==> config.mk <==
export PLATFORM = sky130hd
export DESIGN_NAME = obi_wb_bridge
export DESIGN_NICKNAME = d
export VERILOG_FILES = /design/src/common/soc_pkg.sv /design/src/bridge/obi_wb_bridge.sv
export VERILOG_INCLUDE_DIRS = /design/src /design/src/common
export SDC_FILE = /design/constraint.sdc
export NUM_CORES = 1
export LEC_CHECK = 0
export ABC_AREA = 0
export BUFFER_PORTS_ARGS = -buffer_cell sky130_fd_sc_hd__buf_2
export CAP_MARGIN = 20
export CORE_AREA = 2 2 88 90
export CTS_CLUSTER_SIZE = 30
export DETAILED_ROUTE_END_ITERATION = 7
export DIE_AREA = 0 0 90 92
export PLACE_DENSITY_LB_ADDON = 0.25
export SLEW_MARGIN = 10
export SYNTH_ARGS = -nofsm -noshare
export SYNTH_HDL_FRONTEND = slang
export SYNTH_SLANG_ARGS = --single-unit
==> constraint.sdc <==
create_clock -name clk_i -period 16.7 [get_ports clk_i]
set_input_delay 1.67 -clock clk_i [delete_from_list [all_inputs] [get_ports clk_i]]
set_output_delay 1.67 -clock clk_i [all_outputs]
set_load 0.02 [all_outputs]
==> src/common/soc_macros.svh <==
`ifndef SOC_MACROS_SVH
`define SOC_MACROS_SVH

// Bus widths
`define SOC_ADDR_W 32
`define SOC_DATA_W 32
`define SOC_BE_W 4

// RAM geometry, 4096 words
`define RAM_ADDR_W 12
// Byte offset below the word index
`define RAM_ALIGN 2

// Address map
`define CHIP_SEL_BIT 20
`define BLOCK_SEL_LO 17
`define BLOCK_SEL_HI 19

`endif

==> src/common/soc_pkg.sv <==
`default_nettype none

package soc_pkg;

  // Address bit 20 picks the on-chip blocks or the Wishbone side
  typedef enum logic {
    INTERNAL = 1'b0,
    EXTERNAL = 1'b1
  } chip_sel_e;

  // Internal block field, only DRAM and IRAM are mapped
  typedef enum logic [2:0] {
    DRAM       = 3'd0,
    IRAM       = 3'd1,
    BLK_RSVD_2 = 3'd2,
    BLK_RSVD_3 = 3'd3,
    BLK_RSVD_4 = 3'd4,
    BLK_RSVD_5 = 3'd5,
    BLK_RSVD_6 = 3'd6,
    BLK_RSVD_7 = 3'd7
  } block_sel_e;

  // Which requester holds the unified bus
  typedef enum logic [1:0] {
    OWN_NONE  = 2'd0,
    OWN_INSTR = 2'd1,
    OWN_DATA  = 2'd2
  } owner_e;

  // OBI to Wishbone bridge FSM
  typedef enum logic [1:0] {
    WB_IDLE  = 2'd0,
    WB_CYCLE = 2'd1,
    WB_RESP  = 2'd2
  } wb_state_e;

endpackage

`default_nettype wire

==> src/bridge/obi_wb_bridge.sv <==
`timescale 1ns/1ps
`default_nettype none
`include "soc_macros.svh"

module obi_wb_bridge (
  input  wire logic                   clk_i,
  input  wire logic                   rst_ni,
  // OBI side
  input  wire logic                   obi_req_i,
  input  wire logic [`SOC_ADDR_W-1:0] obi_addr_i,
  input  wire logic                   obi_we_i,
  input  wire logic [`SOC_BE_W-1:0]   obi_be_i,
  input  wire logic [`SOC_DATA_W-1:0] obi_wdata_i,
  output logic                        obi_gnt_o,
  output logic                        obi_rvalid_o,
  output logic      [`SOC_DATA_W-1:0] obi_rdata_o,
  // Wishbone master
  output logic      [`SOC_ADDR_W-1:0] wb_addr_o,
  output logic      [`SOC_DATA_W-1:0] wb_wdata_o,
  output logic                        wb_we_o,
  output logic      [`SOC_BE_W-1:0]   wb_sel_o,
  output logic                        wb_stb_o,
  output logic                        wb_cyc_o,
  input  wire logic [`SOC_DATA_W-1:0] wb_rdata_i,
  input  wire logic                   wb_ack_i
);

  soc_pkg::wb_state_e state_q;
  logic               rvalid_q;

  always_ff @(posedge clk_i, negedge rst_ni) begin
    if (!rst_ni) begin
      state_q  <= soc_pkg::WB_IDLE;
      rvalid_q <= 1'b0;
    end else begin
      // rvalid trails the grant pulse by one cycle
      rvalid_q <= (state_q == soc_pkg::WB_RESP);
      case (state_q)
        soc_pkg::WB_IDLE: begin
          if (obi_req_i) begin
            state_q <= soc_pkg::WB_CYCLE;
          end
        end
        // Single-cycle ack ends the cycle
        soc_pkg::WB_CYCLE: begin
          if (wb_ack_i) begin
            state_q <= soc_pkg::WB_RESP;
          end
        end
        default: begin
          state_q <= soc_pkg::WB_IDLE;
        end
      endcase
    end
  end

  // Request captured on start, read data on ack
  always_ff @(posedge clk_i) begin
    if (state_q == soc_pkg::WB_IDLE && obi_req_i) begin
      wb_addr_o  <= obi_addr_i;
      wb_wdata_o <= obi_wdata_i;
      wb_we_o    <= obi_we_i;
      wb_sel_o   <= obi_be_i;
    end
    if (state_q == soc_pkg::WB_CYCLE && wb_ack_i) begin
      obi_rdata_o <= wb_rdata_i;
    end
  end

  assign wb_cyc_o     = (state_q == soc_pkg::WB_CYCLE);
  assign wb_stb_o     = (state_q == soc_pkg::WB_CYCLE);
  assign obi_gnt_o    = (state_q == soc_pkg::WB_RESP);
  assign obi_rvalid_o = rvalid_q;

  // Ack only answers an open strobe inside the cycle
  a_ack_in_cyc: assert property (@(posedge clk_i) disable iff (!rst_ni)
    wb_ack_i |-> (wb_stb_o && wb_cyc_o));

endmodule

`default_nettype wire

==> metrics.csv <==
stage,metric,value,unit
grt,grt_use_met3,0.07888,
cts,post_cts_buffers,0,
die,rows,32,
setup_path,path_class,reg2out,
setup_path,cp-start-kind,register,
cts,cts_tree,yes,
yosys,synth_warnings,0,
timing,fmax,0.3496,GHz
cts,clock_sinks,104,
outcome,status,"finished, final reports clean",
timing,tightestPinTransition,0.8425,ns
cts,numCtsBuffers,9,
route,drt-initial-drc-count,100,
cts,clk_latency,0.35,ns
cts,ctsHtreeMaxLevel,3,
route,wire_per_inst,15.09,um
grt,grt_pass1_vias,1914,
grt,grt_antenna_before_repair,0,
yosys,postSynthAreaPerCell,28.30,um^2
route,firstDrtPassIters,4,
route,drc,0,
cts,ctsHoldBuffers,0,
yosys,synth.area.top_cells,"edfxtp_1, dfrtp_1, nor2b_4",
setup_path,end_kind,output pin,
timing,relSlewSlack,0.4383,
setup_path,required,15.03,ns
yosys,ys_seq_area_frac,0.9807,
cts,clkTransAtPathRegs,0.10,ns
route,via_count,1915,
yosys,syn_inst,112,
yosys,netlist_area,3169,um^2
placement,gp_congestion,0.7549,
cells_and_area,mostFrequentLayoutCells,"buf_2, edfxtp_1, clkbuf_8",
die,initial_core_util,0.4256,
route,avgViaCountPerCell,4.352,
yosys,synth_top_area_share,0.9570,
timing,finalCriticalPeriod,2.860,ns
grt,grt-busiest-layer,met2,
grt,grt_usage,0.1574,
timing,final-hold-violation-count,0,
timing,rsz0062_at_grt,no,
power_and_ir_drop,leakage,1.949,nW
timing,setup_tns,0,ns
grt,grt_pass1_wl,9453,um
yosys,ys_types,9,
yosys,synth_nets,217,
cts,cts_resized,0,
cts,clockRootBuffer,clkbuf_8,
die,core,7447,um^2
placement,port_buffers,209,
setup_path,r2r_setup_slack,14.97,ns
yosys,yosysTopAreaCell,edfxtp_1,
hold_path,hold_path_class,reg2reg,
timing,skew,0.01026,ns
die,die-area,8280,um^2
setup_path,worstPathMaxFanout,4,
cells_and_area,final_nets,438,
cells_and_area,drive_gt1_frac,0.6775,
die,dieWidth,90,um
die,io_pins,210,
cells_and_area,layout_commonest_cell,buf_2,
route,wirelength,6639,um
timing,slew_violations,0,
cells_and_area,area_growth,44.30,%
grt,met2_usage,0.2581,
setup_path,arrival,1.19,ns
die,die_y,92,um
grt,overflow,0,
yosys,ys_ff_latch,104,
cts,clock_path_buffers,2,
power_and_ir_drop,ir_drop,0.00008035,V
timing,whs,0.5597,ns
grt,grt_max_degree,70,
power_and_ir_drop,p_per_area,140.9,nW/um^2
timing,setup_viol,0,
route,final_antenna_net_count,0,
run,maxCapViolCount,0,
timing,fin_crit_sh,0.1713,
cells_and_area,diodes,0,
grt,use_met1,0.1719,
## power by group
| group | internal (mW) | total (mW) | switching [mW] |
|---|---|---|---|
| combinational | 0.0383 | 0.129 | 0.0904 |
| clock | 0.0853 | 0.166 | 0.0807 |
| sequential | 0.339 | 0.349 | 0.0104 |
## critical path, stage by stage, from the launching register on
cell and delay [ns]:
dfrtp_1 0.45, and2b_2 0.23, buf_2 0.15
## synth_stat cells, drive strengths merged
library cell  count
edfxtp          101
dfrtp             3
and2              2
a211oi            1
and2b             1
buf               1
nor2              1
nor2b             1
nor3b             1
## routing by layer
metal  part of all wire  up-vias
met5                  0        -
met4              0.018        0
met3               0.14       10
met2               0.48      151
met1               0.36      864
li1                   -      890
## per-stage QoR
step / std cells / setup WS (ns) / power, mW / cell area, um^2 / util
final: 440 / 13.84 / 0.6442 / 4573 / 0.6141
after global routing: 440 / 13.79 / 0.6694 / 4573 / 0.6141
after CTS: 440 / 13.82 / 0.6528 / 4573 / 0.6141
after detailed placement: 424 / 13.69 / 0.4863 / 4355 / 0.5848
after global placement: 424 / 13.73 / 0.4841 / 4355 / 0.5848
after floorplan: 112 / 9.450 / 0.4369 / 3169 / -
## state kept, by name, indices dropped and copies added (netlist names)
register      flops
state_q           2
obi_rvalid_o      1
obi_rdata_o      32
wb_we_o           1
wb_sel_o          4
wb_addr_o        32
wb_wdata_o       32
## final timing paths
path	from	endpoint	cells after the start
worst max-delay path	state_q[1]$_DFFE_PN0P_	obi_gnt_o	2
worst min-delay path	state_q[0]$_DFFE_PN0P_	state_q[0]$_DFFE_PN0P_	1
worst max register to register	state_q[1]$_DFFE_PN0P_	wb_wdata_o[16]$_DFFE_PP_	2
worst min register to register	state_q[0]$_DFFE_PN0P_	state_q[0]$_DFFE_PN0P_	1
max in group asynchronous	rst_ni	state_q[0]$_DFFE_PN0P_	1
min in group asynchronous	rst_ni	obi_rvalid_o$_DFF_PN0_	1
## cell type report
type / instances / area (um^2)
Clock inverter: 6 / 90.09
Multi-Input combinational cell: 7 / 58.81
Sequential cell: 104 / 3108
Fill cell: 579 / 2874
Tap cell: 102 / 127.6
Clock buffer: 10 / 127.6
Timing Repair Buffer: 211 / 1061
## cell families (layout without fill, tap and decap cells)
family / count (synthesis) / in the layout / synth area share
AOI/OAI and AO/OA: 1 / 1 / 0.002370
buffers and inverters: 1 / 227 / 0.002370
DFF: 104 / 104 / 0.9807
and+or+nand+nor: 6 / 6 / 0.01461
Power figures use the tool's default switching activity.
