==> src/common/soc_macros.svh <==
`ifndef SOC_MACROS_SVH
`define SOC_MACROS_SVH

// Bus widths
`define SOC_ADDR_W 32
`define SOC_DATA_W 32
`define SOC_BE_W 4

// RAM geometry, 4096 words
`define RAM_ADDR_W 12
// Byte offset below the word index
`define RAM_ALIGN 2

// Address map
`define CHIP_SEL_BIT 20
`define BLOCK_SEL_LO 17
`define BLOCK_SEL_HI 19

`endif

==> src/common/soc_pkg.sv <==
`default_nettype none

package soc_pkg;

  // Address bit 20 picks the on-chip blocks or the Wishbone side
  typedef enum logic {
    INTERNAL = 1'b0,
    EXTERNAL = 1'b1
  } chip_sel_e;

  // Internal block field, only DRAM and IRAM are mapped
  typedef enum logic [2:0] {
    DRAM       = 3'd0,
    IRAM       = 3'd1,
    BLK_RSVD_2 = 3'd2,
    BLK_RSVD_3 = 3'd3,
    BLK_RSVD_4 = 3'd4,
    BLK_RSVD_5 = 3'd5,
    BLK_RSVD_6 = 3'd6,
    BLK_RSVD_7 = 3'd7
  } block_sel_e;

  // Which requester holds the unified bus
  typedef enum logic [1:0] {
    OWN_NONE  = 2'd0,
    OWN_INSTR = 2'd1,
    OWN_DATA  = 2'd2
  } owner_e;

  // OBI to Wishbone bridge FSM
  typedef enum logic [1:0] {
    WB_IDLE  = 2'd0,
    WB_CYCLE = 2'd1,
    WB_RESP  = 2'd2
  } wb_state_e;

endpackage

`default_nettype wire

==> src/bus_router.sv <==
`timescale 1ns/1ps
`default_nettype none
`include "soc_macros.svh"

module bus_router (
  input  wire logic                   clk_i,
  input  wire logic                   rst_ni,
  // Unified bus
  input  wire logic                   bus_req_i,
  input  wire logic [`SOC_ADDR_W-1:0] bus_addr_i,
  input  wire logic                   bus_we_i,
  output logic                        bus_gnt_o,
  output logic                        bus_rvalid_o,
  output logic      [`SOC_DATA_W-1:0] bus_rdata_o,
  // RAMs
  output logic                        iram_we_o,
  output logic                        dram_we_o,
  input  wire logic [`SOC_DATA_W-1:0] iram_rdata_i,
  input  wire logic [`SOC_DATA_W-1:0] dram_rdata_i,
  // Bridge
  output logic                        ext_req_o,
  input  wire logic                   ext_gnt_i,
  input  wire logic                   ext_rvalid_i,
  input  wire logic [`SOC_DATA_W-1:0] ext_rdata_i
);

  soc_pkg::chip_sel_e  chip_sel;
  soc_pkg::block_sel_e block_sel;
  soc_pkg::chip_sel_e  chip_q;
  soc_pkg::block_sel_e block_sel_q;
  logic                pend_q;
  logic                int_gnt_q;
  logic                int_rvalid_q;
  logic                gnt_seen_q;

  assign chip_sel  = soc_pkg::chip_sel_e'(bus_addr_i[`CHIP_SEL_BIT]);
  assign block_sel = soc_pkg::block_sel_e'(bus_addr_i[`BLOCK_SEL_HI:`BLOCK_SEL_LO]);

  // Bridge only sees external transfers
  assign ext_req_o = bus_req_i && (chip_sel == soc_pkg::EXTERNAL);

  // Target captured on the first cycle of a request
  always_ff @(posedge clk_i, negedge rst_ni) begin
    if (!rst_ni) begin
      pend_q      <= 1'b0;
      chip_q      <= soc_pkg::INTERNAL;
      block_sel_q <= soc_pkg::DRAM;
    end else if (bus_rvalid_o) begin
      pend_q <= 1'b0;
    end else if (bus_req_i && !pend_q) begin
      pend_q      <= 1'b1;
      chip_q      <= chip_sel;
      block_sel_q <= block_sel;
    end
  end

  // Internal grant one cycle after req, rvalid one after that
  always_ff @(posedge clk_i, negedge rst_ni) begin
    if (!rst_ni) begin
      int_gnt_q    <= 1'b0;
      int_rvalid_q <= 1'b0;
    end else begin
      int_gnt_q    <= bus_req_i && !pend_q && (chip_sel == soc_pkg::INTERNAL);
      int_rvalid_q <= int_gnt_q;
    end
  end

  // Handshake source by captured target
  assign bus_gnt_o    = (chip_q == soc_pkg::EXTERNAL) ? ext_gnt_i : int_gnt_q;
  assign bus_rvalid_o = (chip_q == soc_pkg::EXTERNAL) ? ext_rvalid_i : int_rvalid_q;

  // Writes land in the grant cycle, address still held
  assign dram_we_o = int_gnt_q && bus_we_i && (block_sel_q == soc_pkg::DRAM);
  assign iram_we_o = int_gnt_q && bus_we_i && (block_sel_q == soc_pkg::IRAM);

  // Unmapped blocks read as zero
  always_comb begin
    bus_rdata_o = '0;
    if (chip_q == soc_pkg::EXTERNAL) begin
      bus_rdata_o = ext_rdata_i;
    end else begin
      case (block_sel_q)
        soc_pkg::DRAM: bus_rdata_o = dram_rdata_i;
        soc_pkg::IRAM: bus_rdata_o = iram_rdata_i;
        default:       bus_rdata_o = '0;
      endcase
    end
  end

  // Grant seen since the last rvalid
  always_ff @(posedge clk_i, negedge rst_ni) begin
    if (!rst_ni) begin
      gnt_seen_q <= 1'b0;
    end else if (bus_rvalid_o) begin
      gnt_seen_q <= 1'b0;
    end else if (bus_gnt_o) begin
      gnt_seen_q <= 1'b1;
    end
  end

  a_rvalid_after_gnt: assert property (@(posedge clk_i) disable iff (!rst_ni)
    bus_rvalid_o |-> gnt_seen_q);

endmodule

`default_nettype wire

==> config.mk <==
export PLATFORM = sky130hd
export DESIGN_NAME = bus_router
export DESIGN_NICKNAME = d
export VERILOG_FILES = /design/src/common/soc_pkg.sv /design/src/bus_router.sv
export VERILOG_INCLUDE_DIRS = /design/src /design/src/common
export SDC_FILE = /design/constraint.sdc
export NUM_CORES = 1
export LEC_CHECK = 0
export BUFFER_PORTS_ARGS = -buffer_cell sky130_fd_sc_hd__clkbuf_2
export CAP_MARGIN = 20
export CORE_AREA = 3 3 64 66
export CTS_BUF_LIST = sky130_fd_sc_hd__clkbuf_4
export CTS_CLUSTER_DIAMETER = 100
export DETAILED_ROUTE_END_ITERATION = 10
export DIE_AREA = 0 0 67 69
export PLACE_DENSITY = 0.78
export SLEW_MARGIN = 10
export SYNTH_ARGS = -nofsm -noshare
export SYNTH_HDL_FRONTEND = slang
export SYNTH_SLANG_ARGS = --single-unit
==> constraint.sdc <==
create_clock -name clk_i -period 1.81 [get_ports clk_i]
set_input_delay 0.181 -clock clk_i [delete_from_list [all_inputs] [get_ports clk_i]]
set_output_delay 0.181 -clock clk_i [all_outputs]
set_load 0.1 [all_outputs]
==> results_dict.tcl, run 1 <==
set metrics [dict create \
    synth.mux.area_fraction 0.07966 \
    final.period_utilization 1.029 \
    clock_sinks 7 \
    finClkSkew_ps 1.184 \
    firstDrtPassIters 9 \
    critical_path_arrival_ps 1680 \
    synth_seq_cells 7 \
    final_antenna_net_count 0 \
    number_of_design_rule_violations_left_by_the_first_detailed_router_iteration 136 \
    hold_depth 2 \
    synth_most_common_cell "inv_1" \
    syn-instance-count 98 \
    endpoint_of_the_worst_slack_reg_to_reg_timing_path "block_sel_q[0]" \
    grt_pass1_wl_um 6368 \
    layout-area-overhead-vs-synth_pct 158.7 \
    synth_simple_gate_area_share 0.1095 \
    rsz0062_at_grt "true" \
    tritoncts "yes" \
    yosys_warnings 0 \
    post-route-min-period_ps 1863 \
    synth.top_cell.area_share 0.3642 \
    final_nets 385 \
    fp.dieH_um 69 \
    floorplan_die_area_um2 4623 \
    layout.filler_cells 333 \
    run_status "complete, but fails checks" \
    grt_usage 0.1721 \
    synth-compound-area-share 0.3642 \
    syn-num-nets 232 \
    timing.critical_path.from "block_sel_q[0]" \
    fin_util 0.6264 \
    tritoncts.num_buffers 3 \
    maxCapViolCount 0 \
    post_synth_main_area_contributors "a222oi_1 36%, dfrtp_1 20%, inv_1 14%" \
    seq_area_frac_synth 0.1991 \
    totalWireLength_um 4382 \
    power.total_uw 6162 \
    antenna_found_initial 0 \
    postLayoutSetupSlackWorst_ps -53.12 \
    drc 0 \
    hold_slack_ps 108.9 \
    finalSetupViolCount 32 \
    required_ps 1630 \
    failed_checks "negative setup slack" \
    ys_types 17 \
    synth_cell_area_um2 879.6 \
    gpl.final_weighted_congestion 0.6785 \
    ff2ff_path_depth 4 \
    timing.setup.critical_path_class "reg2out" \
    fin_setup_tns_ps -685.8 \
    count_of_flip_flops_with_a_built_in_enable_after_synthesis 0 \
    cts_root_buffer "clkbuf_4" \
    pin_count 171 \
    relSlewSlack 0.6423 \
    synth_flop_cell "dfrtp_1" \
    syn_avg_cell_area_um2 8.975 \
    path_clk_slew_ps 50 \
    hold_end "int_gnt_q" \
    routedWlPerCell_um 14.70 \
    routed_via_count 1507 \
    global_route.overflow_total 0 \
    grt_start_max_net_pins 19 \
    yosys.area_share.adder 0 \
    timing.final.max_slew_violations 0 \
    per_cell_via_count_in_the_routed_design 5.057 \
    max_clock_freq_mhz 536.7 \
    die_width_um 67 \
    crit_path_end_kind "primary output" \
    clk_path_buf_depth 2 \
    timing_worst_slew_pin_value_ps 538.9 \
    numPortBuffers 142 \
    post-dp-hpwl_um 3424 \
    power-per-cell-area_nw_per_um2 2707 \
    pre_cts_ws_ps 151.6 \
    launch_point_of_the_worst_hold_path "bus_addr_i[20]" \
    synth_xor_area_frac 0 \
    final_layout_size_suffix_gt1_frac 0.8120 \
    placementRows 22 \
    async_flop_share 1.000 \
    reg_to_reg_startpoint "chip_q" \
    leakagePower_uw 0.001242 \
    start_util 0.2421 \
    synth_top_family_by_area "compound AO/OA/AOI/OAI gates" \
    ctsHtreeMaxLevel 1 \
    n_antenna_cell 0 \
    synth_commonest_cells "33 x inv_1, 32 x a222oi_1, 7 x buf_6, 7 x dfrtp_1, 4 x mux2_1" \
    irDropWorstVdd_mv 1.305 \
    clkLatencyLatePin_ps 250 \
    setup.reg_to_reg.worst_slack_ps 200 \
    core_footprint_um2 3633 \
    first_global_vias 1443 \
    min-delay-path-class "in2reg" \
    synthDominantAreaCellType "a222oi_1" \
    timing_hold_violations_final 0 \
    critPathLaunchType "flop" \
    critical_path_peak_fanout 9 \
]
## stage by stage
stage               cells  cell area (µm²)
global route          298             2276
global placement      284             2130
finish                298             2276
detailed placement    284             2130
CTS                   298             2265
floorplan              98            892.1
## cell type report
class / count / area [µm²] / share of cell area
well taps: 48 / 60.06 / 0.02639
multi-input cells: 48 / 499.2 / 0.2194
clock buffers: 4 / 30.03 / 0.01319
flip-flops and latches: 7 / 180.2 / 0.07916
repair buffers: 158 / 1383 / 0.6075
inverters: 33 / 123.9 / 0.05443
## worst max path at each step
stage	depth (start not counted)	slack, ps	endpoint
after floorplan	1	-610	dram_we_o
after global placement	4	180	chip_q
after detailed placement	4	150	block_sel_q[0]
after CTS	6	-60	bus_rdata_o[28]
after global routing	6	-150	bus_rdata_o[31]
final	6	-50	bus_rdata_o[28]
## repair_timing
item | 4_1_cts | 5_1_grt
pin swaps | 4 | 2
hold buffers | 1 | 0
endpoints found under the hold margin | 7 | 0
gates cloned | 4 | 0
setup endpoints to repair | 32 | 33
setup buffers | 5 | 0
gates resized for setup | 14 | 3
## cell families after synthesis
logic type / Yosys count
AO/OA/AOI/OAI: 32
buffers and inverters: 43
flip-flops: 7
multiplexers: 6
AND/OR/NAND/NOR: 10
## critical path, cell delays in order, from the launching register on
cell and delay [ps]:
dfrtp_2 440, nor4b_4 140, buf_4 150, buf_8 130, a222oi_1 300, inv_2 80, buf_12 180
## registers in the layout, summed over array words and instances, names as in the netlist
name / cells
int_rvalid_q: 1
pend_q: 1
block_sel_q: 3
int_gnt_q: 1
chip_q: 1
## cell usage in the layout (no fill, tap or decap), drive strengths merged
cell type,instances
and2,1
clkbuf,110
nand2,1
nand3b,1
dlygate4sd3,1
nor4,2
nor2,2
dfrtp,7
mux2i,1
inv,33
nor3b,1
nor4b,2
mux2,5
buf,51
a222oi,32
## where the power goes
| part | switching [µW] | total (µW) | internal (µW) |
|---|---|---|---|
| logic | 3650 | 5670 | 2010 |
| clock network | 61.0 | 160 | 99.3 |
| registers | 109 | 336 | 228 |
## layer usage
layer	track usage	wire length [µm]
met1	0.1865	1393
met2	0.3330	2368
met3	0.03094	598
met4	0.03378	21
met5	0	0
(Power assumes the default switching activity.)
==> inputs of run 2 (changes only) <==
--- a/config.mk
+++ b/config.mk
@@ -10,3 +10,3 @@
 export CAP_MARGIN = 20
-export CORE_AREA = 3 3 64 66
+export CORE_AREA = 3 3 66 68
 export CTS_BUF_LIST = sky130_fd_sc_hd__clkbuf_4
@@ -14,4 +14,4 @@
 export DETAILED_ROUTE_END_ITERATION = 10
-export DIE_AREA = 0 0 67 69
-export PLACE_DENSITY = 0.78
+export DIE_AREA = 0 0 69 71
+export PLACE_DENSITY = 0.74
 export SLEW_MARGIN = 10
==> constraint.sdc (replaced) <==
create_clock -name clk_i -period 2.2 [get_ports clk_i]
set_input_delay 0.22 -clock clk_i [delete_from_list [all_inputs] [get_ports clk_i]]
set_output_delay 0.22 -clock clk_i [all_outputs]
set_load 0.05 [all_outputs]
==> run 2 against run 1 <==
- the flow now finishes without violations
- register-to-register slack better by 330 ps
- cell count is 2.3% lower
- combinational power is 60% lower
- wire length is 13% lower
- non-clock buffer count is 9 lower
- first-iteration DRC count is 35% higher
- worst setup slack better by 250 ps
- global-route usage is 2.4 points lower
- die area is 6.0% higher
- clock skew is 1.5 ps higher
- hold slack better by 37 ps
- sequential share of layout area is 2.5 points higher
- critical path type unchanged
- largest cell class unchanged
==> results_dict.tcl, run 2 (synthesized netlist as in run 1, its figures left out) <==
set metrics [dict create \
    critPathLaunchType "flop" \
    gpl.final_weighted_congestion 0.7176 \
    timing_hold_violations_final 0 \
    numPlacedInstances 286 \
    power.total_uw 2650 \
    fp.dieH_um 71 \
    per_cell_via_count_in_the_routed_design 4.869 \
    relSlewSlack 0.7875 \
    number_of_design_rule_violations_left_by_the_first_detailed_router_iteration 183 \
    rsz0062_at_grt "false" \
    largest-register "block_sel_q" \
    final.period_utilization 0.9098 \
    power.share.sequential 0.104 \
    postLayoutSetupSlackWorst_ps 198.5 \
    timing.critical_path.from "block_sel_q[1]" \
    drc 0 \
    critical_path_arrival_ps 1780 \
    max_clock_freq_mhz 499.6 \
    total_switching_power_uw 1731 \
    grt_start_max_net_pins 22 \
    tritoncts "yes" \
    die_width_um 69 \
    layout_common_cells "140 x clkbuf_2, 33 x inv_1, 32 x a222oi_1" \
    sw_frac_of_total 0.6531 \
    endpoint_of_the_worst_slack_reg_to_reg_timing_path "chip_q" \
    maxCapViolCount 0 \
    numPortBuffers 142 \
    finish.cell_count_without_fillers 291 \
    global_route.overflow_total 0 \
    ctsResizeCount 0 \
    hold_slack_ps 145.9 \
    clock_sinks 7 \
    tritoncts.num_buffers 3 \
    grt_pass1_wl_um 6099 \
    layout-area-overhead-vs-synth_pct 91.75 \
    seq_area_um2 175.2 \
    final_antenna_net_count 0 \
    floorplan_die_area_um2 4899 \
    power-per-cell-area_nw_per_um2 1571 \
    layout.filler_cells 404 \
    fin_setup_tns_ps 0 \
    routedWlPerCell_um 13.14 \
    core_footprint_um2 3914 \
    leakagePower_uw 0.001097 \
    finalSetupViolCount 0 \
    grt_usage 0.1479 \
    crit_path_end_kind "primary output" \
    combPwrFrac 0.847 \
    ctsHtreeMaxLevel 1 \
    finClkSkew_ps 2.647 \
    power.share.clock 0.049 \
    timing_worst_slew_pin_value_ps 318.8 \
    run_status "complete, no violations" \
    critical_path_peak_fanout 18 \
    antenna_found_initial 0 \
    cts_root_buffer "clkbuf_4" \
    final_layout_size_suffix_gt1_frac 0.6598 \
    firstDrtPassIters 8 \
    clkLatencyLatePin_ps 250 \
    reg_to_reg_startpoint "chip_q" \
    post-route-min-period_ps 2001 \
    setup.reg_to_reg.worst_slack_ps 530 \
    clk_path_buf_depth 2 \
    ff2ff_path_depth 4 \
    timing.final.max_slew_violations 0 \
    crit_path_end "bus_rdata_o[19]" \
    hold_depth 2 \
    largest_reg_flops 3 \
    path_clk_slew_ps 50 \
    start_util 0.2247 \
    pre_cts_ws_ps 478.1 \
    post-dp-hpwl_um 3136 \
    n_antenna_cell 0 \
    required_ps 1980 \
    timing.setup.critical_path_class "reg2out" \
    multiInputGateArea_um2 499.2 \
    min-delay-path-class "in2reg" \
    first_global_vias 1362 \
    mostFrequentLayoutCell "clkbuf_2" \
    totalWireLength_um 3824 \
    cell_internal_pwr_uw 919.3 \
    routed_via_count 1417 \
    placementRows 23 \
    final_nets 376 \
    pin_count 171 \
    irDropWorstVdd_mv 0.6910 \
]
run 2: area by class of cell:
| type | count | share of cell area |
|---|---|---|
| multi-input cells | 48 | 0.2960 |
| repair buffers | 149 | 0.4718 |
| flip-flops and latches | 7 | 0.1039 |
| well taps | 50 | 0.03709 |
| clock buffers | 4 | 0.01780 |
| inverters | 33 | 0.07344 |
run 2: repair_timing:
| item | 4_1_cts | 5_1_grt |
|---|---|---|
| endpoints found under the hold margin | 7 | 0 |
| setup buffers | 0 | 0 |
| hold buffers | 1 | 0 |
run 2: power groups by stage:
stage,Sequential [µW],Clock (µW),Combinational (µW)
final,276,131,2240
after global placement,276,0,2220
after CTS,277,136,2250
after detailed placement,279,0,2250
after global routing,292,140,2370
after floorplan,249,0,1770
run 2: worst max-delay path, stage by stage (launching register included):
cell,delay [ps]
dfrtp_1,470
nor4_4,320
buf_4,270
a222oi_1,120
inv_1,70
clkbuf_2,270
run 2: how the worst min path moves through the flow:
stage	endpoint	slack, ps	start
2_1_floorplan	block_sel_q[0]	-80	rst_ni
3_3_place_gp	block_sel_q[0]	60	rst_ni
3_5_place_dp	block_sel_q[0]	70	rst_ni
4_1_cts	int_gnt_q	140	bus_addr_i[20]
5_1_grt	int_gnt_q	150	bus_addr_i[20]
6_report	int_gnt_q	150	bus_addr_i[20]
run 2: metrics by stage:
step,utilization,cell area [µm²]
after floorplan,-,892.1
after global placement,0.4207,1647
after detailed placement,0.4207,1647
after CTS,0.4309,1687
after global routing,0.4309,1687
final,0.4309,1687
run 2: metal layers:
layer  share of wire  vias up  GRT usage
met2            0.53       99     0.2765
met4          0.0084        0    0.04121
met1            0.36      629     0.1742
li1                -      680          -
met5               0        -          0
met3            0.10        9    0.02273
