--- config.mk ---
export PLATFORM = sky130hd
export DESIGN_NAME = bus_arbiter
export DESIGN_NICKNAME = d
export VERILOG_FILES = /design/src/common/soc_pkg.sv /design/src/arbiter/bus_arbiter.sv
export VERILOG_INCLUDE_DIRS = /design/src /design/src/common
export SDC_FILE = /design/constraint.sdc
export NUM_CORES = 1
export LEC_CHECK = 0
export ABC_AREA = 1
export BUFFER_PORTS_ARGS = -buffer_cell sky130_fd_sc_hd__buf_2
export CAP_MARGIN = 30
export CORE_AREA = 8 8 102 104
export CTS_BUF_LIST = sky130_fd_sc_hd__clkbuf_8
export CTS_CLUSTER_DIAMETER = 30
export DETAILED_ROUTE_END_ITERATION = 12
export DIE_AREA = 0 0 110 112
export SLEW_MARGIN = 5
export SYNTH_ARGS = -nofsm -noshare
export SYNTH_HDL_FRONTEND = slang
export SYNTH_SLANG_ARGS = --single-unit
export TNS_END_PERCENT = 1
--- constraint.sdc ---
create_clock -name clk_i -period 1.6 [get_ports clk_i]
set_input_delay 0.16 -clock clk_i [delete_from_list [all_inputs] [get_ports clk_i]]
set_output_delay 0.16 -clock clk_i [all_outputs]
set_load 0.03 [all_outputs]
--- src/common/soc_macros.svh ---
`ifndef SOC_MACROS_SVH
`define SOC_MACROS_SVH

// Bus widths
`define SOC_ADDR_W 32
`define SOC_DATA_W 32
`define SOC_BE_W 4

// RAM geometry, 4096 words
`define RAM_ADDR_W 12
// Byte offset below the word index
`define RAM_ALIGN 2

// Address map
`define CHIP_SEL_BIT 20
`define BLOCK_SEL_LO 17
`define BLOCK_SEL_HI 19

`endif

--- src/common/soc_pkg.sv ---
`default_nettype none

package soc_pkg;

  // Address bit 20 picks the on-chip blocks or the Wishbone side
  typedef enum logic {
    INTERNAL = 1'b0,
    EXTERNAL = 1'b1
  } chip_sel_e;

  // Internal block field, only DRAM and IRAM are mapped
  typedef enum logic [2:0] {
    DRAM       = 3'd0,
    IRAM       = 3'd1,
    BLK_RSVD_2 = 3'd2,
    BLK_RSVD_3 = 3'd3,
    BLK_RSVD_4 = 3'd4,
    BLK_RSVD_5 = 3'd5,
    BLK_RSVD_6 = 3'd6,
    BLK_RSVD_7 = 3'd7
  } block_sel_e;

  // Which requester holds the unified bus
  typedef enum logic [1:0] {
    OWN_NONE  = 2'd0,
    OWN_INSTR = 2'd1,
    OWN_DATA  = 2'd2
  } owner_e;

  // OBI to Wishbone bridge FSM
  typedef enum logic [1:0] {
    WB_IDLE  = 2'd0,
    WB_CYCLE = 2'd1,
    WB_RESP  = 2'd2
  } wb_state_e;

endpackage

`default_nettype wire

--- src/arbiter/bus_arbiter.sv ---
`timescale 1ns/1ps
`default_nettype none
`include "soc_macros.svh"

module bus_arbiter (
  input  wire logic                   clk_i,
  input  wire logic                   rst_ni,
  // Instruction requester
  input  wire logic                   instr_req_i,
  input  wire logic [`SOC_ADDR_W-1:0] instr_addr_i,
  output logic                        instr_gnt_o,
  output logic                        instr_rvalid_o,
  output logic      [`SOC_DATA_W-1:0] instr_rdata_o,
  // Data requester
  input  wire logic                   data_req_i,
  input  wire logic [`SOC_ADDR_W-1:0] data_addr_i,
  input  wire logic                   data_we_i,
  input  wire logic [`SOC_BE_W-1:0]   data_be_i,
  input  wire logic [`SOC_DATA_W-1:0] data_wdata_i,
  output logic                        data_gnt_o,
  output logic                        data_rvalid_o,
  output logic      [`SOC_DATA_W-1:0] data_rdata_o,
  // Unified bus
  output logic                        bus_req_o,
  output logic      [`SOC_ADDR_W-1:0] bus_addr_o,
  output logic                        bus_we_o,
  output logic      [`SOC_BE_W-1:0]   bus_be_o,
  output logic      [`SOC_DATA_W-1:0] bus_wdata_o,
  input  wire logic                   bus_gnt_i,
  input  wire logic                   bus_rvalid_i,
  input  wire logic [`SOC_DATA_W-1:0] bus_rdata_i
);

  soc_pkg::owner_e owner_q;
  soc_pkg::owner_e sel_own;
  logic            granted_q;

  // Locked owner wins, otherwise data before instruction
  always_comb begin
    if (owner_q != soc_pkg::OWN_NONE) begin
      sel_own = owner_q;
    end else if (data_req_i) begin
      sel_own = soc_pkg::OWN_DATA;
    end else if (instr_req_i) begin
      sel_own = soc_pkg::OWN_INSTR;
    end else begin
      sel_own = soc_pkg::OWN_NONE;
    end
  end

  // Forward the chosen requester, nothing after its grant
  always_comb begin
    bus_req_o   = 1'b0;
    bus_addr_o  = instr_addr_i;
    bus_we_o    = 1'b0;
    bus_be_o    = '1;
    bus_wdata_o = '0;
    case (sel_own)
      soc_pkg::OWN_DATA: begin
        bus_req_o   = data_req_i && !granted_q;
        bus_addr_o  = data_addr_i;
        bus_we_o    = data_we_i;
        bus_be_o    = data_be_i;
        bus_wdata_o = data_wdata_i;
      end
      // Fetch path is read only
      soc_pkg::OWN_INSTR: begin
        bus_req_o = instr_req_i && !granted_q;
      end
      default: begin
        bus_req_o = 1'b0;
      end
    endcase
  end

  // Owner locked from first forward until rvalid
  always_ff @(posedge clk_i, negedge rst_ni) begin
    if (!rst_ni) begin
      owner_q   <= soc_pkg::OWN_NONE;
      granted_q <= 1'b0;
    end else if (bus_rvalid_i) begin
      owner_q   <= soc_pkg::OWN_NONE;
      granted_q <= 1'b0;
    end else begin
      if (bus_req_o) begin
        owner_q <= sel_own;
      end
      if (bus_gnt_i) begin
        granted_q <= 1'b1;
      end
    end
  end

  // Responses steered back to the owner
  assign instr_gnt_o    = bus_gnt_i && (owner_q == soc_pkg::OWN_INSTR);
  assign data_gnt_o     = bus_gnt_i && (owner_q == soc_pkg::OWN_DATA);
  assign instr_rvalid_o = bus_rvalid_i && (owner_q == soc_pkg::OWN_INSTR);
  assign data_rvalid_o  = bus_rvalid_i && (owner_q == soc_pkg::OWN_DATA);
  assign instr_rdata_o  = bus_rdata_i;
  assign data_rdata_o   = bus_rdata_i;

  // Every bus grant lands on exactly one port
  a_one_gnt: assert property (@(posedge clk_i) disable iff (!rst_ni)
    bus_gnt_i |-> (instr_gnt_o ^ data_gnt_o));

endmodule

`default_nettype wire

==> impl_results.html, run 1 <==
<table>
<tr><th>Metric</th><th>Value</th></tr>
<tr><th colspan="2">Synth</th></tr>
<tr><td>Synthesized netlist net count</td><td>357</td></tr>
<tr><td>Post-synthesis cell type with the largest combined area</td><td>buf_4</td></tr>
<tr><td>Synthesized instance count</td><td>216</td></tr>
<tr><td>Netlist Area Pre-Place</td><td>roughly 0.0016 sq mm</td></tr>
<tr><td>Synthesis warning total</td><td>0</td></tr>
<tr><td>Area fraction of the dominant cell type after synthesis</td><td>30.28%</td></tr>
<tr><td>Synthesized area per cell</td><td>7.345 sq um</td></tr>
<tr><td>Post-synth cell types</td><td>13</td></tr>
<tr><td>Register area share after synthesis</td><td>4.732%</td></tr>
<tr><td>Flop and latch count out of synthesis</td><td>3</td></tr>
<tr><td>Area contributors post-synth</td><td>buf_4 30%, mux2_4 28%, inv_1 11%, nand2_1 11%, dfrtp_1 4.7%</td></tr>
<tr><th colspan="2">Flow run</th></tr>
<tr><td>Max Cap Violations</td><td>0</td></tr>
<tr><th colspan="2">Drt</th></tr>
<tr><td>Routed via count</td><td>1763</td></tr>
<tr><td>First-pass iteration count of the detailed router</td><td>4</td></tr>
<tr><td>Antenna-violating nets left</td><td>0</td></tr>
<tr><td>Total wirelength of the detailed-routed design</td><td>6.600 mm</td></tr>
<tr><td>Drt drc</td><td>0</td></tr>
<tr><td>Via count normalized by instance count</td><td>3.783</td></tr>
<tr><td>Final routed wire length divided by cell count</td><td>about 14 um</td></tr>
<tr><td>Initial detailed-routing violation count</td><td>95</td></tr>
<tr><th colspan="2">Hold path</th></tr>
<tr><td>Hold path depth</td><td>2</td></tr>
<tr><td>Hold WC Path Type</td><td>in -&gt; reg</td></tr>
<tr><td>End of the worst hold path</td><td>granted_q</td></tr>
<tr><td>Beginning of the worst hold path</td><td>bus_rvalid_i</td></tr>
<tr><th colspan="2">STA</th></tr>
<tr><td>Relative slew slack</td><td>between 80% and 90%</td></tr>
<tr><td>Final Critical Period</td><td>approximately 2.0 ns</td></tr>
<tr><td>Final worst-path setup slack</td><td>-0.3737 ns</td></tr>
<tr><td>Worst slack on hold paths</td><td>around 0.12 ns</td></tr>
<tr><td>Total count of hold-check failures in the final report</td><td>0</td></tr>
<tr><td>Actual transition at the worst max-transition pin</td><td>approximately 0.15 ns</td></tr>
<tr><td>Fmax</td><td>0.5067 GHz</td></tr>
<tr><td>Setup Skew</td><td>0.001060 ns</td></tr>
<tr><td>Setup total negative slack</td><td>-21.23 ns</td></tr>
<tr><td>Slew Viols, Final</td><td>0</td></tr>
<tr><td>Final Setup Violations</td><td>71</td></tr>
<tr><td>Final critical-path share of the clock period</td><td>123.4%</td></tr>
<tr><td>RSZ-0062 raised after global routing</td><td>yes</td></tr>
<tr><th colspan="2">Clock network</th></tr>
<tr><td>Clock-pin slew reported for the worst setup and hold paths after clock tree synthesis</td><td>0.03 ns</td></tr>
<tr><td>Clock Tree Root</td><td>clkbuf_8</td></tr>
<tr><td>Count of clock tree sinks</td><td>3</td></tr>
<tr><td>Buffer depth of the longest clock path</td><td>2</td></tr>
<tr><td>Clock buffer count from CTS</td><td>3</td></tr>
<tr><td>CTS tree</td><td>yes</td></tr>
<tr><td>Clock latency on the worst-skew pair</td><td>0.21 ns</td></tr>
<tr><td>Total number of H-tree levels</td><td>1</td></tr>
<tr><th colspan="2">Worst setup path</th></tr>
<tr><td>Data arrival at the endpoint of the critical path</td><td>1.81 ns</td></tr>
<tr><td>Kind of end point of the critical path</td><td>primary output</td></tr>
<tr><td>Required time of the critical path</td><td>between 1 and 1.5 ns</td></tr>
<tr><td>Worst setup path category</td><td>reg -&gt; out</td></tr>
<tr><td>Worst setup slack for register-to-register paths</td><td>-0.26 ns</td></tr>
<tr><td>R2r endpoint</td><td>owner_q[0]</td></tr>
<tr><td>Worst reg2reg startpoint</td><td>owner_q[1]</td></tr>
<tr><td>Startpoint type of the worst setup path</td><td>flip-flop</td></tr>
<tr><td>Worst-path fanout max</td><td>7</td></tr>
<tr><td>Reg2Reg Depth</td><td>14</td></tr>
<tr><th colspan="2">Power and ir drop</th></tr>
<tr><td>Static leakage</td><td>0.001807 uW</td></tr>
<tr><td>Largest voltage drop on the vdd net</td><td>0.4051 mV</td></tr>
<tr><td>Pwr per Cell Area</td><td>around 840 mW/mm^2</td></tr>
<tr><td>Pwr Total</td><td>2439 uW</td></tr>
<tr><th colspan="2">Layout</th></tr>
<tr><td>Synth-to-Final Area Change</td><td>82.10%</td></tr>
<tr><td>Fraction of layout cells with a size suffix above 1</td><td>74.93%</td></tr>
<tr><td># nets final</td><td>497</td></tr>
<tr><td>Fill cell count</td><td>889</td></tr>
<tr><td>Number of antenna cells inserted</td><td>0</td></tr>
<tr><td>Final Cell Area</td><td>0.002889 sq mm</td></tr>
<tr><th colspan="2">Placement</th></tr>
<tr><td>Final HPWL DP</td><td>5.081 mm</td></tr>
<tr><td>Post-Place Cell Area</td><td>around 0.0022 sq mm</td></tr>
<tr><td>Count of buffers from port buffering</td><td>180</td></tr>
<tr><td>DP Worst Slack</td><td>-0.1912 ns</td></tr>
<tr><td>Weighted congestion at the end of routability-driven global placement</td><td>0.7408</td></tr>
<tr><th colspan="2">Die</th></tr>
<tr><td>Row count</td><td>35</td></tr>
<tr><td>Horizontal die dimension</td><td>110 um</td></tr>
<tr><td>Top Ports</td><td>approximately 280</td></tr>
<tr><td>DIE AREA</td><td>0.01232 sq mm</td></tr>
<tr><td>Area of the placeable core</td><td>0.008890 sq mm</td></tr>
<tr><td>Die height</td><td>between 100 and 150 um</td></tr>
<tr><td>Starting utilization of the core area</td><td>17.85%</td></tr>
<tr><th colspan="2">Status</th></tr>
<tr><td>Violated checks</td><td>setup timing</td></tr>
<tr><td>Run status</td><td>finished with violations</td></tr>
<tr><th colspan="2">Global route</th></tr>
<tr><td>Total GRT Usage</td><td>9.346%</td></tr>
<tr><td>GR Layer Usage met1</td><td>roughly 8.4%</td></tr>
<tr><td>Grt peak-use layer</td><td>met2</td></tr>
<tr><td>Wire length of the first global-routing pass</td><td>between 9 and 10 mm</td></tr>
<tr><td>Via count of the first global-routing pass</td><td>a little under 2000</td></tr>
<tr><td>Maximum number of pins on one net before global-route repair</td><td>18</td></tr>
<tr><td>Antenna violations before repair</td><td>0</td></tr>
<tr><td>M3 GR Usage</td><td>3.582%</td></tr>
<tr><td>Sum of overflow across all layers after global routing</td><td>0</td></tr>
<tr><td>Fraction of met2 tracks used by global routing</td><td>18.23%</td></tr>
</table>
## sequential cells by signal, summed over array words and instances, names as in the netlist
name and flops:
owner_q 2, granted_q 1
## layer usage
| metal | share of wire [%] | wire, um |
|---|---|---|
| met5 | 0 | 0 |
| met4 | 1.5 | 99 |
| met3 | 17 | 1110 |
| met2 | 52 | 3440 |
| met1 | 30 | 1950 |
## synth_stat cells
cell and count:
clkbuf_8 4, a21oi_1 2, buf_12 3, mux2_2 2, nand3_1 2, nor2_1 9, dfrtp_1 3, mux2_4 30
ha_1 2, buf_4 64, inv_1 47, nand2_1 47, buf_6 1
## how the worst max path moves through the flow
stage	start	end
floorplan	owner_q[1]	bus_be_o[0]
global placement	owner_q[0]	bus_addr_o[3]
detailed placement	owner_q[0]	bus_addr_o[1]
CTS	owner_q[1]	bus_addr_o[20]
global route	owner_q[1]	bus_addr_o[22]
finish	owner_q[1]	bus_addr_o[20]
## power breakdown
group          internal [uW]  switching (uW)
Combinational           1080            1060
Clock                    163            46.9
Sequential              82.8            6.47
## metrics by stage
step,util [%],std cells
floorplan,-,216
global placement,24.26,445
detailed placement,24.26,445
CTS,32.20,465
global route,32.50,466
finish,32.50,466
## cell type report
cell class	instances	area, sq um	area share, %
well taps	111	138.9	4.807
clock inverters	1	3.754	0.1299
clock buffers	3	41.29	1.429
flip-flops and latches	3	75.07	2.599
repair buffers	207	1677	58.03
inverters	47	176.4	6.107
multi-input cells	94	777.0	26.89
## cell usage in the layout (no fill, tap or decap)
cell	netlist	layout
nor2_1	9	8
mux2_2	2	2
clkbuf_8	4	3
buf_4	64	11
buf_12	3	5
buf_2	0	110
a21oi_1	2	1
ha_1	2	1
ha_4	0	1
inv_2	0	12
nand3_2	0	2
dfrtp_1	3	3
nand2_2	0	8
nor2_2	0	1
inv_1	47	36
buf_6	1	78
dlygate4sd3_1	0	1
a21oi_2	0	1
mux2_4	30	30
buf_16	0	2
nand2_1	47	39
## cells by family (layout without fill, tap and decap cells)
| group | count (synthesis) | in the layout | synth area share [%] |
|---|---|---|---|
| buffers and inverters | 119 | 258 | 49.37 |
| and+or+nand+nor | 58 | 58 | 13.88 |
| muxes | 32 | 32 | 29.81 |
| DFF | 3 | 3 | 4.732 |
| adders and majority gates | 2 | 2 | 1.577 |
| AOI/OAI and AO/OA | 2 | 2 | 0.6309 |
## worst max-delay path, stage by stage, from the launching register on
cell     delay [ns]
dfrtp_1        0.40
nor2_1         0.12
nand2_1        0.09
nand2_2        0.10
ha_4           0.19
buf_12         0.12
buf_12         0.13
mux2_4         0.31
buf_6          0.14
## timing repair
item | CTS | global route
setup buffers | 13 | 1
gates resized for setup | 157 | 17
setup endpoints to repair | 71 | 72
endpoints found under the hold margin | 3 | 0
hold buffers | 1 | 0
pin swaps | 12 | 4
cloned | 2 | 0
Power figures use the tool's default switching activity.
==> run 2, diff against run 1 <==
==> constraint.sdc (replaced) <==
create_clock -name clk_i -period 1.6 [get_ports clk_i]
set_input_delay 0.32 -clock clk_i [delete_from_list [all_inputs] [get_ports clk_i]]
set_output_delay 0.32 -clock clk_i [all_outputs]
set_load 0.03 [all_outputs]
==> impl_results.html, run 2 (synthesis results as in run 1) <==
<table>
<tr><th>Metric</th><th>Value</th></tr>
<tr><th colspan="2">Status</th></tr>
<tr><td>Run status</td><td>finished with violations</td></tr>
<tr><td>Violated checks</td><td>setup timing</td></tr>
<tr><th colspan="2">STA</th></tr>
<tr><td>RSZ-0062 raised after global routing</td><td>yes</td></tr>
<tr><td>Final Critical Period</td><td>between 2 and 2.5 ns</td></tr>
<tr><td>Final worst-path setup slack</td><td>-0.5107 ns</td></tr>
<tr><td>Actual transition at the worst max-transition pin</td><td>around 0.17 ns</td></tr>
<tr><td>Setup Skew</td><td>0.001466 ns</td></tr>
<tr><td>Fmax</td><td>about 0.47 GHz</td></tr>
<tr><td>Setup total negative slack</td><td>-29.49 ns</td></tr>
<tr><td>Final critical-path share of the clock period</td><td>131.9%</td></tr>
<tr><td>Relative slew slack</td><td>88.58%</td></tr>
<tr><td>Slew Viols, Final</td><td>0</td></tr>
<tr><td>Final Setup Violations</td><td>70</td></tr>
<tr><td>Total count of hold-check failures in the final report</td><td>0</td></tr>
<tr><th colspan="2">Placement</th></tr>
<tr><td>Count of buffers from port buffering</td><td>180</td></tr>
<tr><td>Post-Place Cell Area</td><td>approximately 0.0021 sq mm</td></tr>
<tr><td>Post-placement cell count</td><td>roughly 450</td></tr>
<tr><td>DP Worst Slack</td><td>-0.3945 ns</td></tr>
<tr><td>Final HPWL DP</td><td>between 5 and 6 mm</td></tr>
<tr><td>Weighted congestion at the end of routability-driven global placement</td><td>between 0.7 and 0.8</td></tr>
<tr><th colspan="2">Global route</th></tr>
<tr><td>Antenna violations before repair</td><td>0</td></tr>
<tr><td>Wire length of the first global-routing pass</td><td>8.935 mm</td></tr>
<tr><td>Total GRT Usage</td><td>8.692%</td></tr>
<tr><td>Maximum number of pins on one net before global-route repair</td><td>22</td></tr>
<tr><td>Sum of overflow across all layers after global routing</td><td>0</td></tr>
<tr><td>Via count of the first global-routing pass</td><td>1839</td></tr>
<tr><th colspan="2">Worst setup path</th></tr>
<tr><td>Critical path cell sequence</td><td>nor2_1 &gt; nand2_1 &gt; nand2_2 &gt; ha_4 &gt; buf_6 &gt; mux2_4 &gt; buf_2</td></tr>
<tr><td>Worst setup path category</td><td>reg -&gt; out</td></tr>
<tr><td>Required time of the critical path</td><td>roughly 1.3 ns</td></tr>
<tr><td>Data arrival at the endpoint of the critical path</td><td>about 1.8 ns</td></tr>
<tr><td>Reg2Reg Depth</td><td>8</td></tr>
<tr><td>Kind of end point of the critical path</td><td>primary output</td></tr>
<tr><td>Crit path buffers/inverters</td><td>2</td></tr>
<tr><td>Worst reg2reg startpoint</td><td>owner_q[1]</td></tr>
<tr><td>Number of stages on the worst setup path</td><td>7</td></tr>
<tr><td>Worst-path fanout max</td><td>7</td></tr>
<tr><td>R2r endpoint</td><td>owner_q[0]</td></tr>
<tr><td>Startpoint type of the worst setup path</td><td>flip-flop</td></tr>
<tr><td>Cell with the largest stage delay on the worst path</td><td>dfrtp_1</td></tr>
<tr><td>Worst setup slack for register-to-register paths</td><td>0.15 ns</td></tr>
<tr><td>Crit-path max cell delay</td><td>0.39 ns</td></tr>
<tr><td>Family with the most delay on the worst path</td><td>flip-flops</td></tr>
<tr><td>Crit path launch</td><td>owner_q[1]</td></tr>
<tr><th colspan="2">Hold path</th></tr>
<tr><td>Hold path depth</td><td>2</td></tr>
<tr><td>End of the worst hold path</td><td>granted_q</td></tr>
<tr><td>Hold WC Path Type</td><td>in -&gt; reg</td></tr>
<tr><td>Beginning of the worst hold path</td><td>bus_rvalid_i</td></tr>
<tr><th colspan="2">Layout</th></tr>
<tr><td>Synth-to-Final Area Change</td><td>67.82%</td></tr>
<tr><td>Top library cells by usage in the layout, fill and taps aside</td><td>118 x buf_2, 51 x buf_6, 38 x nand2_1, 31 x mux2_4, 28 x inv_2</td></tr>
<tr><td>Number of flip-flops in the largest register</td><td>2</td></tr>
<tr><td>Fin util</td><td>29.95%</td></tr>
<tr><td>Final Cell Area</td><td>0.002663 sq mm</td></tr>
<tr><td>Registers with the most flip-flops</td><td>owner_q (2), granted_q (1)</td></tr>
<tr><td># nets final</td><td>488</td></tr>
<tr><td>Fraction of layout cells with a size suffix above 1</td><td>about four fifths</td></tr>
<tr><td>Most common cell after layout, fill and taps aside</td><td>buf_2</td></tr>
<tr><td>Number of antenna cells inserted</td><td>0</td></tr>
<tr><td>Final cell count without fillers</td><td>457</td></tr>
<tr><td>Largest register by flop count</td><td>owner_q</td></tr>
<tr><th colspan="2">Clock network</th></tr>
<tr><td>Buffer depth of the longest clock path</td><td>2</td></tr>
<tr><td>Clock-pin slew reported for the worst setup and hold paths after clock tree synthesis</td><td>roughly 0.03 ns</td></tr>
<tr><td>CTS tree</td><td>yes</td></tr>
<tr><td>Clock latency on the worst-skew pair</td><td>0.21 ns</td></tr>
<tr><td>Total number of H-tree levels</td><td>1</td></tr>
<tr><td>Clock Tree Root</td><td>clkbuf_8</td></tr>
<tr><td>Clock buffer count from CTS</td><td>3</td></tr>
<tr><td>Count of clock tree sinks</td><td>3</td></tr>
<tr><th colspan="2">Power and ir drop</th></tr>
<tr><td>Static leakage</td><td>0.001680 uW</td></tr>
<tr><td>Pwr per Cell Area</td><td>842.8 mW/mm^2</td></tr>
<tr><td>Largest voltage drop on the vdd net</td><td>0.5158 mV</td></tr>
<tr><th colspan="2">Drt</th></tr>
<tr><td>Drt drc</td><td>0</td></tr>
<tr><td>Routed via count</td><td>between 1500 and 2000</td></tr>
<tr><td>Via count normalized by instance count</td><td>3.783</td></tr>
<tr><td>Total wirelength of the detailed-routed design</td><td>6.384 mm</td></tr>
<tr><td>Final routed wire length divided by cell count</td><td>~14 um</td></tr>
<tr><td>Antenna-violating nets left</td><td>0</td></tr>
<tr><td>Initial detailed-routing violation count</td><td>a little under 70</td></tr>
<tr><td>First-pass iteration count of the detailed router</td><td>4</td></tr>
<tr><th colspan="2">Die</th></tr>
<tr><td>Starting utilization of the core area</td><td>17.85%</td></tr>
<tr><td>Horizontal die dimension</td><td>110 um</td></tr>
<tr><td>DIE AREA</td><td>about 0.012 sq mm</td></tr>
<tr><td>Die height</td><td>roughly 110 um</td></tr>
<tr><td>Top Ports</td><td>277</td></tr>
<tr><td>Row count</td><td>35</td></tr>
<tr><td>Area of the placeable core</td><td>0.008890 sq mm</td></tr>
<tr><th colspan="2">Flow run</th></tr>
<tr><td>Max Cap Violations</td><td>0</td></tr>
</table>
-- run 2: changes by cell type in the layout (fill, tap and decap cells not counted), sizes merged --
| cell | delta |
|---|---|
| buf | -10 |
| clkbuf | +1 |
-- run 2: stage by stage --
step | hold WS [ns] | power, uW
2_1_floorplan | 0.02441 | 1538
3_3_place_gp | 0.1208 | 1610
3_5_place_dp | 0.1253 | 1622
4_1_cts | 0.2709 | 2122
5_1_grt | 0.2740 | 2365
6_report | 0.2764 | 2244
-- run 2: layer usage --
metal	wire, um	track usage, %	vias to the layer above
li1	-	-	828
met1	1872	7.643	760
met2	3275	16.99	117
met3	1024	2.889	24
met4	212	3.604	0
met5	0	0	-
-- run 2: power by group --
group / internal (uW) / switching [uW]
sequential: 82.8 / 5.39
clock: 163 / 50.7
combinational: 923 / 1020
-- run 2: final cells by class --
type                            instances  area, sq um
Clock inverter                          1        3.754
Inverter                               47        176.4
Timing Repair Buffer                  198         1453
Clock buffer                            3        41.29
Tap cell                              111        138.9
Fill cell                             924         6227
Sequential cell                         3        75.07
Multi-Input combinational cell         94        774.5
-- run 2: worst reg2reg max path, stage by stage (launching register included) --
cell     delay, ns
dfrtp_1       0.37
inv_1         0.07
nand2_1       0.09
nand2_2       0.07
buf_4         0.13
ha_1          0.29
nor2_2        0.12
nand3_2       0.10
a21oi_1       0.15
-- run 2: how the worst max path moves through the flow --
stage / to / slack [ns]
finish: bus_addr_o[12] / -0.51
global route: bus_addr_o[29] / -0.62
CTS: bus_addr_o[31] / -0.54
detailed placement: bus_addr_o[23] / -0.39
global placement: bus_addr_o[23] / -0.36
floorplan: bus_addr_o[0] / -0.14
-- run 2: timing repair --
action	4_1_cts	5_1_grt
gates resized for setup	84	46
pin swaps	4	2
setup buffers	3	1
cloned	2	0
hold buffers	1	0
hold endpoints to repair	3	0
endpoints found under the setup margin	70	72
==> run 3, diff against run 2 <==
--- a/config.mk
+++ b/config.mk
@@ -14,6 +14,7 @@
 export CTS_CLUSTER_DIAMETER = 30
 export DETAILED_ROUTE_END_ITERATION = 12
 export DIE_AREA = 0 0 110 112
+export REMOVE_ABC_BUFFERS = 1
 export SLEW_MARGIN = 5
 export SYNTH_ARGS = -nofsm -noshare
 export SYNTH_HDL_FRONTEND = slang
==> impl_results.html, run 3 (synthesis results as in run 1) <==
<table>
<tr><th>Metric</th><th>Value</th></tr>
<tr><th colspan="2">Die</th></tr>
<tr><td>Horizontal die dimension</td><td>around 110 um</td></tr>
<tr><td>DIE AREA</td><td>0.01232 sq mm</td></tr>
<tr><td>Area of the placeable core</td><td>0.008890 sq mm</td></tr>
<tr><td>Starting utilization of the core area</td><td>17.85%</td></tr>
<tr><td>Die height</td><td>approximately 110 um</td></tr>
<tr><td>Top Ports</td><td>277</td></tr>
<tr><td>Row count</td><td>35</td></tr>
<tr><th colspan="2">Flow run</th></tr>
<tr><td>Max Cap Violations</td><td>0</td></tr>
<tr><th colspan="2">Worst setup path</th></tr>
<tr><td>Data arrival at the endpoint of the critical path</td><td>1.83 ns</td></tr>
<tr><td>Startpoint type of the worst setup path</td><td>flip-flop</td></tr>
<tr><td>Required time of the critical path</td><td>1.28 ns</td></tr>
<tr><td>Critical path cell sequence</td><td>nor2_1 &gt; nand2_1 &gt; nand2_2 &gt; ha_4 &gt; buf_4 &gt; buf_16 &gt; mux2_4 &gt; buf_6</td></tr>
<tr><td>Kind of end point of the critical path</td><td>primary output</td></tr>
<tr><td>Worst-path fanout max</td><td>10</td></tr>
<tr><td>Crit-path max cell delay</td><td>0.40 ns</td></tr>
<tr><td>Worst setup path category</td><td>reg -&gt; out</td></tr>
<tr><td>Cell with the largest stage delay on the worst path</td><td>dfrtp_1</td></tr>
<tr><th colspan="2">Global route</th></tr>
<tr><td>Total GRT Usage</td><td>16.35%</td></tr>
<tr><td>Maximum number of pins on one net before global-route repair</td><td>20</td></tr>
<tr><td>Via count of the first global-routing pass</td><td>1841</td></tr>
<tr><td>Sum of overflow across all layers after global routing</td><td>0</td></tr>
<tr><td>Wire length of the first global-routing pass</td><td>13.77 mm</td></tr>
<tr><td>Antenna violations before repair</td><td>0</td></tr>
<tr><th colspan="2">Status</th></tr>
<tr><td>Violated checks</td><td>setup timing</td></tr>
<tr><td>Run status</td><td>finished with violations</td></tr>
<tr><th colspan="2">Drt</th></tr>
<tr><td>Initial detailed-routing violation count</td><td>88</td></tr>
<tr><td>Final routed wire length divided by cell count</td><td>24.98 um</td></tr>
<tr><td>Antenna-violating nets left</td><td>0</td></tr>
<tr><td>Drt drc</td><td>0</td></tr>
<tr><td>Via count normalized by instance count</td><td>approximately 4</td></tr>
<tr><td>First-pass iteration count of the detailed router</td><td>4</td></tr>
<tr><td>Routed via count</td><td>1811</td></tr>
<tr><td>Total wirelength of the detailed-routed design</td><td>11.37 mm</td></tr>
<tr><th colspan="2">STA</th></tr>
<tr><td>Final worst-path setup slack</td><td>-0.5509 ns</td></tr>
<tr><td>Slew Viols, Final</td><td>0</td></tr>
<tr><td>Relative slew slack</td><td>89.22%</td></tr>
<tr><td>Total count of hold-check failures in the final report</td><td>0</td></tr>
<tr><td>Final Setup Violations</td><td>70</td></tr>
<tr><td>RSZ-0062 raised after global routing</td><td>yes</td></tr>
<tr><td>Worst slack on hold paths</td><td>roughly 0.27 ns</td></tr>
<tr><td>Final critical-path share of the clock period</td><td>134.4%</td></tr>
<tr><td>Actual transition at the worst max-transition pin</td><td>roughly 0.16 ns</td></tr>
<tr><td>Fmax</td><td>0.4649 GHz</td></tr>
<tr><td>Setup Skew</td><td>~0.0033 ns</td></tr>
<tr><td>Final Critical Period</td><td>2.151 ns</td></tr>
<tr><th colspan="2">Power and ir drop</th></tr>
<tr><td>Pwr Total</td><td>between 2000 and 2500 uW</td></tr>
<tr><td>Largest voltage drop on the vdd net</td><td>0.6103 mV</td></tr>
<tr><td>Static leakage</td><td>0.001753 uW</td></tr>
<tr><td>Pwr per Cell Area</td><td>856.6 mW/mm^2</td></tr>
<tr><th colspan="2">Placement</th></tr>
<tr><td>Final HPWL DP</td><td>9.658 mm</td></tr>
<tr><td>DP Worst Slack</td><td>-0.3636 ns</td></tr>
<tr><td>Count of buffers from port buffering</td><td>180</td></tr>
<tr><td>Weighted congestion at the end of routability-driven global placement</td><td>0.7551</td></tr>
<tr><th colspan="2">Layout</th></tr>
<tr><td>Synth-to-Final Area Change</td><td>74.76%</td></tr>
<tr><td># nets final</td><td>486</td></tr>
<tr><td>Number of flip-flops in the largest register</td><td>2</td></tr>
<tr><td>Largest register by flop count</td><td>owner_q</td></tr>
<tr><td>Top library cells by usage in the layout, fill and taps aside</td><td>110 x buf_2, 64 x buf_6, 44 x nand2_1, 39 x inv_1, 32 x mux2_4</td></tr>
<tr><td>Most common cell after layout, fill and taps aside</td><td>buf_2</td></tr>
<tr><td>Number of antenna cells inserted</td><td>0</td></tr>
<tr><td>Registers with the most flip-flops</td><td>owner_q (2), granted_q (1)</td></tr>
<tr><td>Fraction of layout cells with a size suffix above 1</td><td>71.51%</td></tr>
<tr><td>Fin util</td><td>31.19%</td></tr>
<tr><th colspan="2">Clock network</th></tr>
<tr><td>Clock latency on the worst-skew pair</td><td>around 0.22 ns</td></tr>
<tr><td>Clock Tree Root</td><td>clkbuf_8</td></tr>
<tr><td>Total number of H-tree levels</td><td>1</td></tr>
<tr><td>Count of clock tree sinks</td><td>3</td></tr>
<tr><td>Clock-pin slew reported for the worst setup and hold paths after clock tree synthesis</td><td>0.03 ns</td></tr>
<tr><td>CTS tree</td><td>yes</td></tr>
<tr><td>Buffer depth of the longest clock path</td><td>2</td></tr>
<tr><td>Clock buffer count from CTS</td><td>3</td></tr>
<tr><th colspan="2">Hold path</th></tr>
<tr><td>Hold WC Path Type</td><td>in -&gt; reg</td></tr>
</table>
-- run 3: cell types whose count changed in the layout (fill, tap and decap cells not counted), sizes merged --
cell / change
buf: -1
clkbuf: -1
-- run 3: timing repair --
item,CTS,global route
pin swaps,5,0
setup buffers,4,0
hold buffers,1,0
endpoints found under the setup margin,70,70
gates resized for setup,142,14
gates cloned,4,0
hold endpoints to repair,3,0
-- run 3: metrics by stage --
stage                     cells  instance area [sq um]  setup TNS (ns)
after detailed placement    442                   2110          -15.26
after global placement      442                   2110          -13.66
after CTS                   455                   2740          -30.59
after floorplan             144                  979.7         -111.04
after global routing        455                   2773          -35.16
final                       455                   2773          -29.17
-- run 3: path summary, 6_finish.rpt --
kind | startpoint | endpoint | slack (ns) | cells after the start
max in group asynchronous | rst_ni | owner_q[0] | 1.06 | 2
setup / recovery | owner_q[1] | bus_addr_o[16] | -0.55 | 8
hold reg to reg | granted_q | granted_q | 0.56 | 2
setup reg to reg | owner_q[1] | owner_q[0] | 0.21 | 8
min in group asynchronous | rst_ni | granted_q | 0.43 | 2
hold / removal | bus_rvalid_i | granted_q | 0.27 | 2
-- run 3: cell type report --
class / instances / area (sq um)
Clock buffer: 3 / 41.29
Clock inverter: 1 / 3.754
Fill cell: 912 / 6117
Inverter: 47 / 176.4
Multi-Input combinational cell: 94 / 780.7
Sequential cell: 3 / 75.07
Tap cell: 111 / 138.9
Timing Repair Buffer: 196 / 1556
-- run 3: report_power, final --
group | leakage (uW) | switching [uW] | internal (uW)
Clock | 0.0000269 | 54.2 | 164
Sequential | 0.0000399 | 6.27 | 82.8
Combinational | 0.00169 | 1050 | 1020
Total | 0.00175 | 1110 | 1270
-- run 3: layer usage --
metal  up-vias  part of all wire, %  GRT usage, %
met5         -                 0.61         6.222
met3         9                   19         12.07
met2       191                   55         32.03
met1       783                   24         10.88
met4         2                  2.1         4.414
li1        826                    -             -
-- run 3: worst max-delay path, delay by kind of cell (launching register included) --
family / cells / cell delay, ns
adder cells (fa/ha/maj): 1 / 0.20
buffers and inverters: 3 / 0.42
flip-flops: 1 / 0.40
multiplexers: 1 / 0.31
AND/OR/NAND/NOR: 3 / 0.29
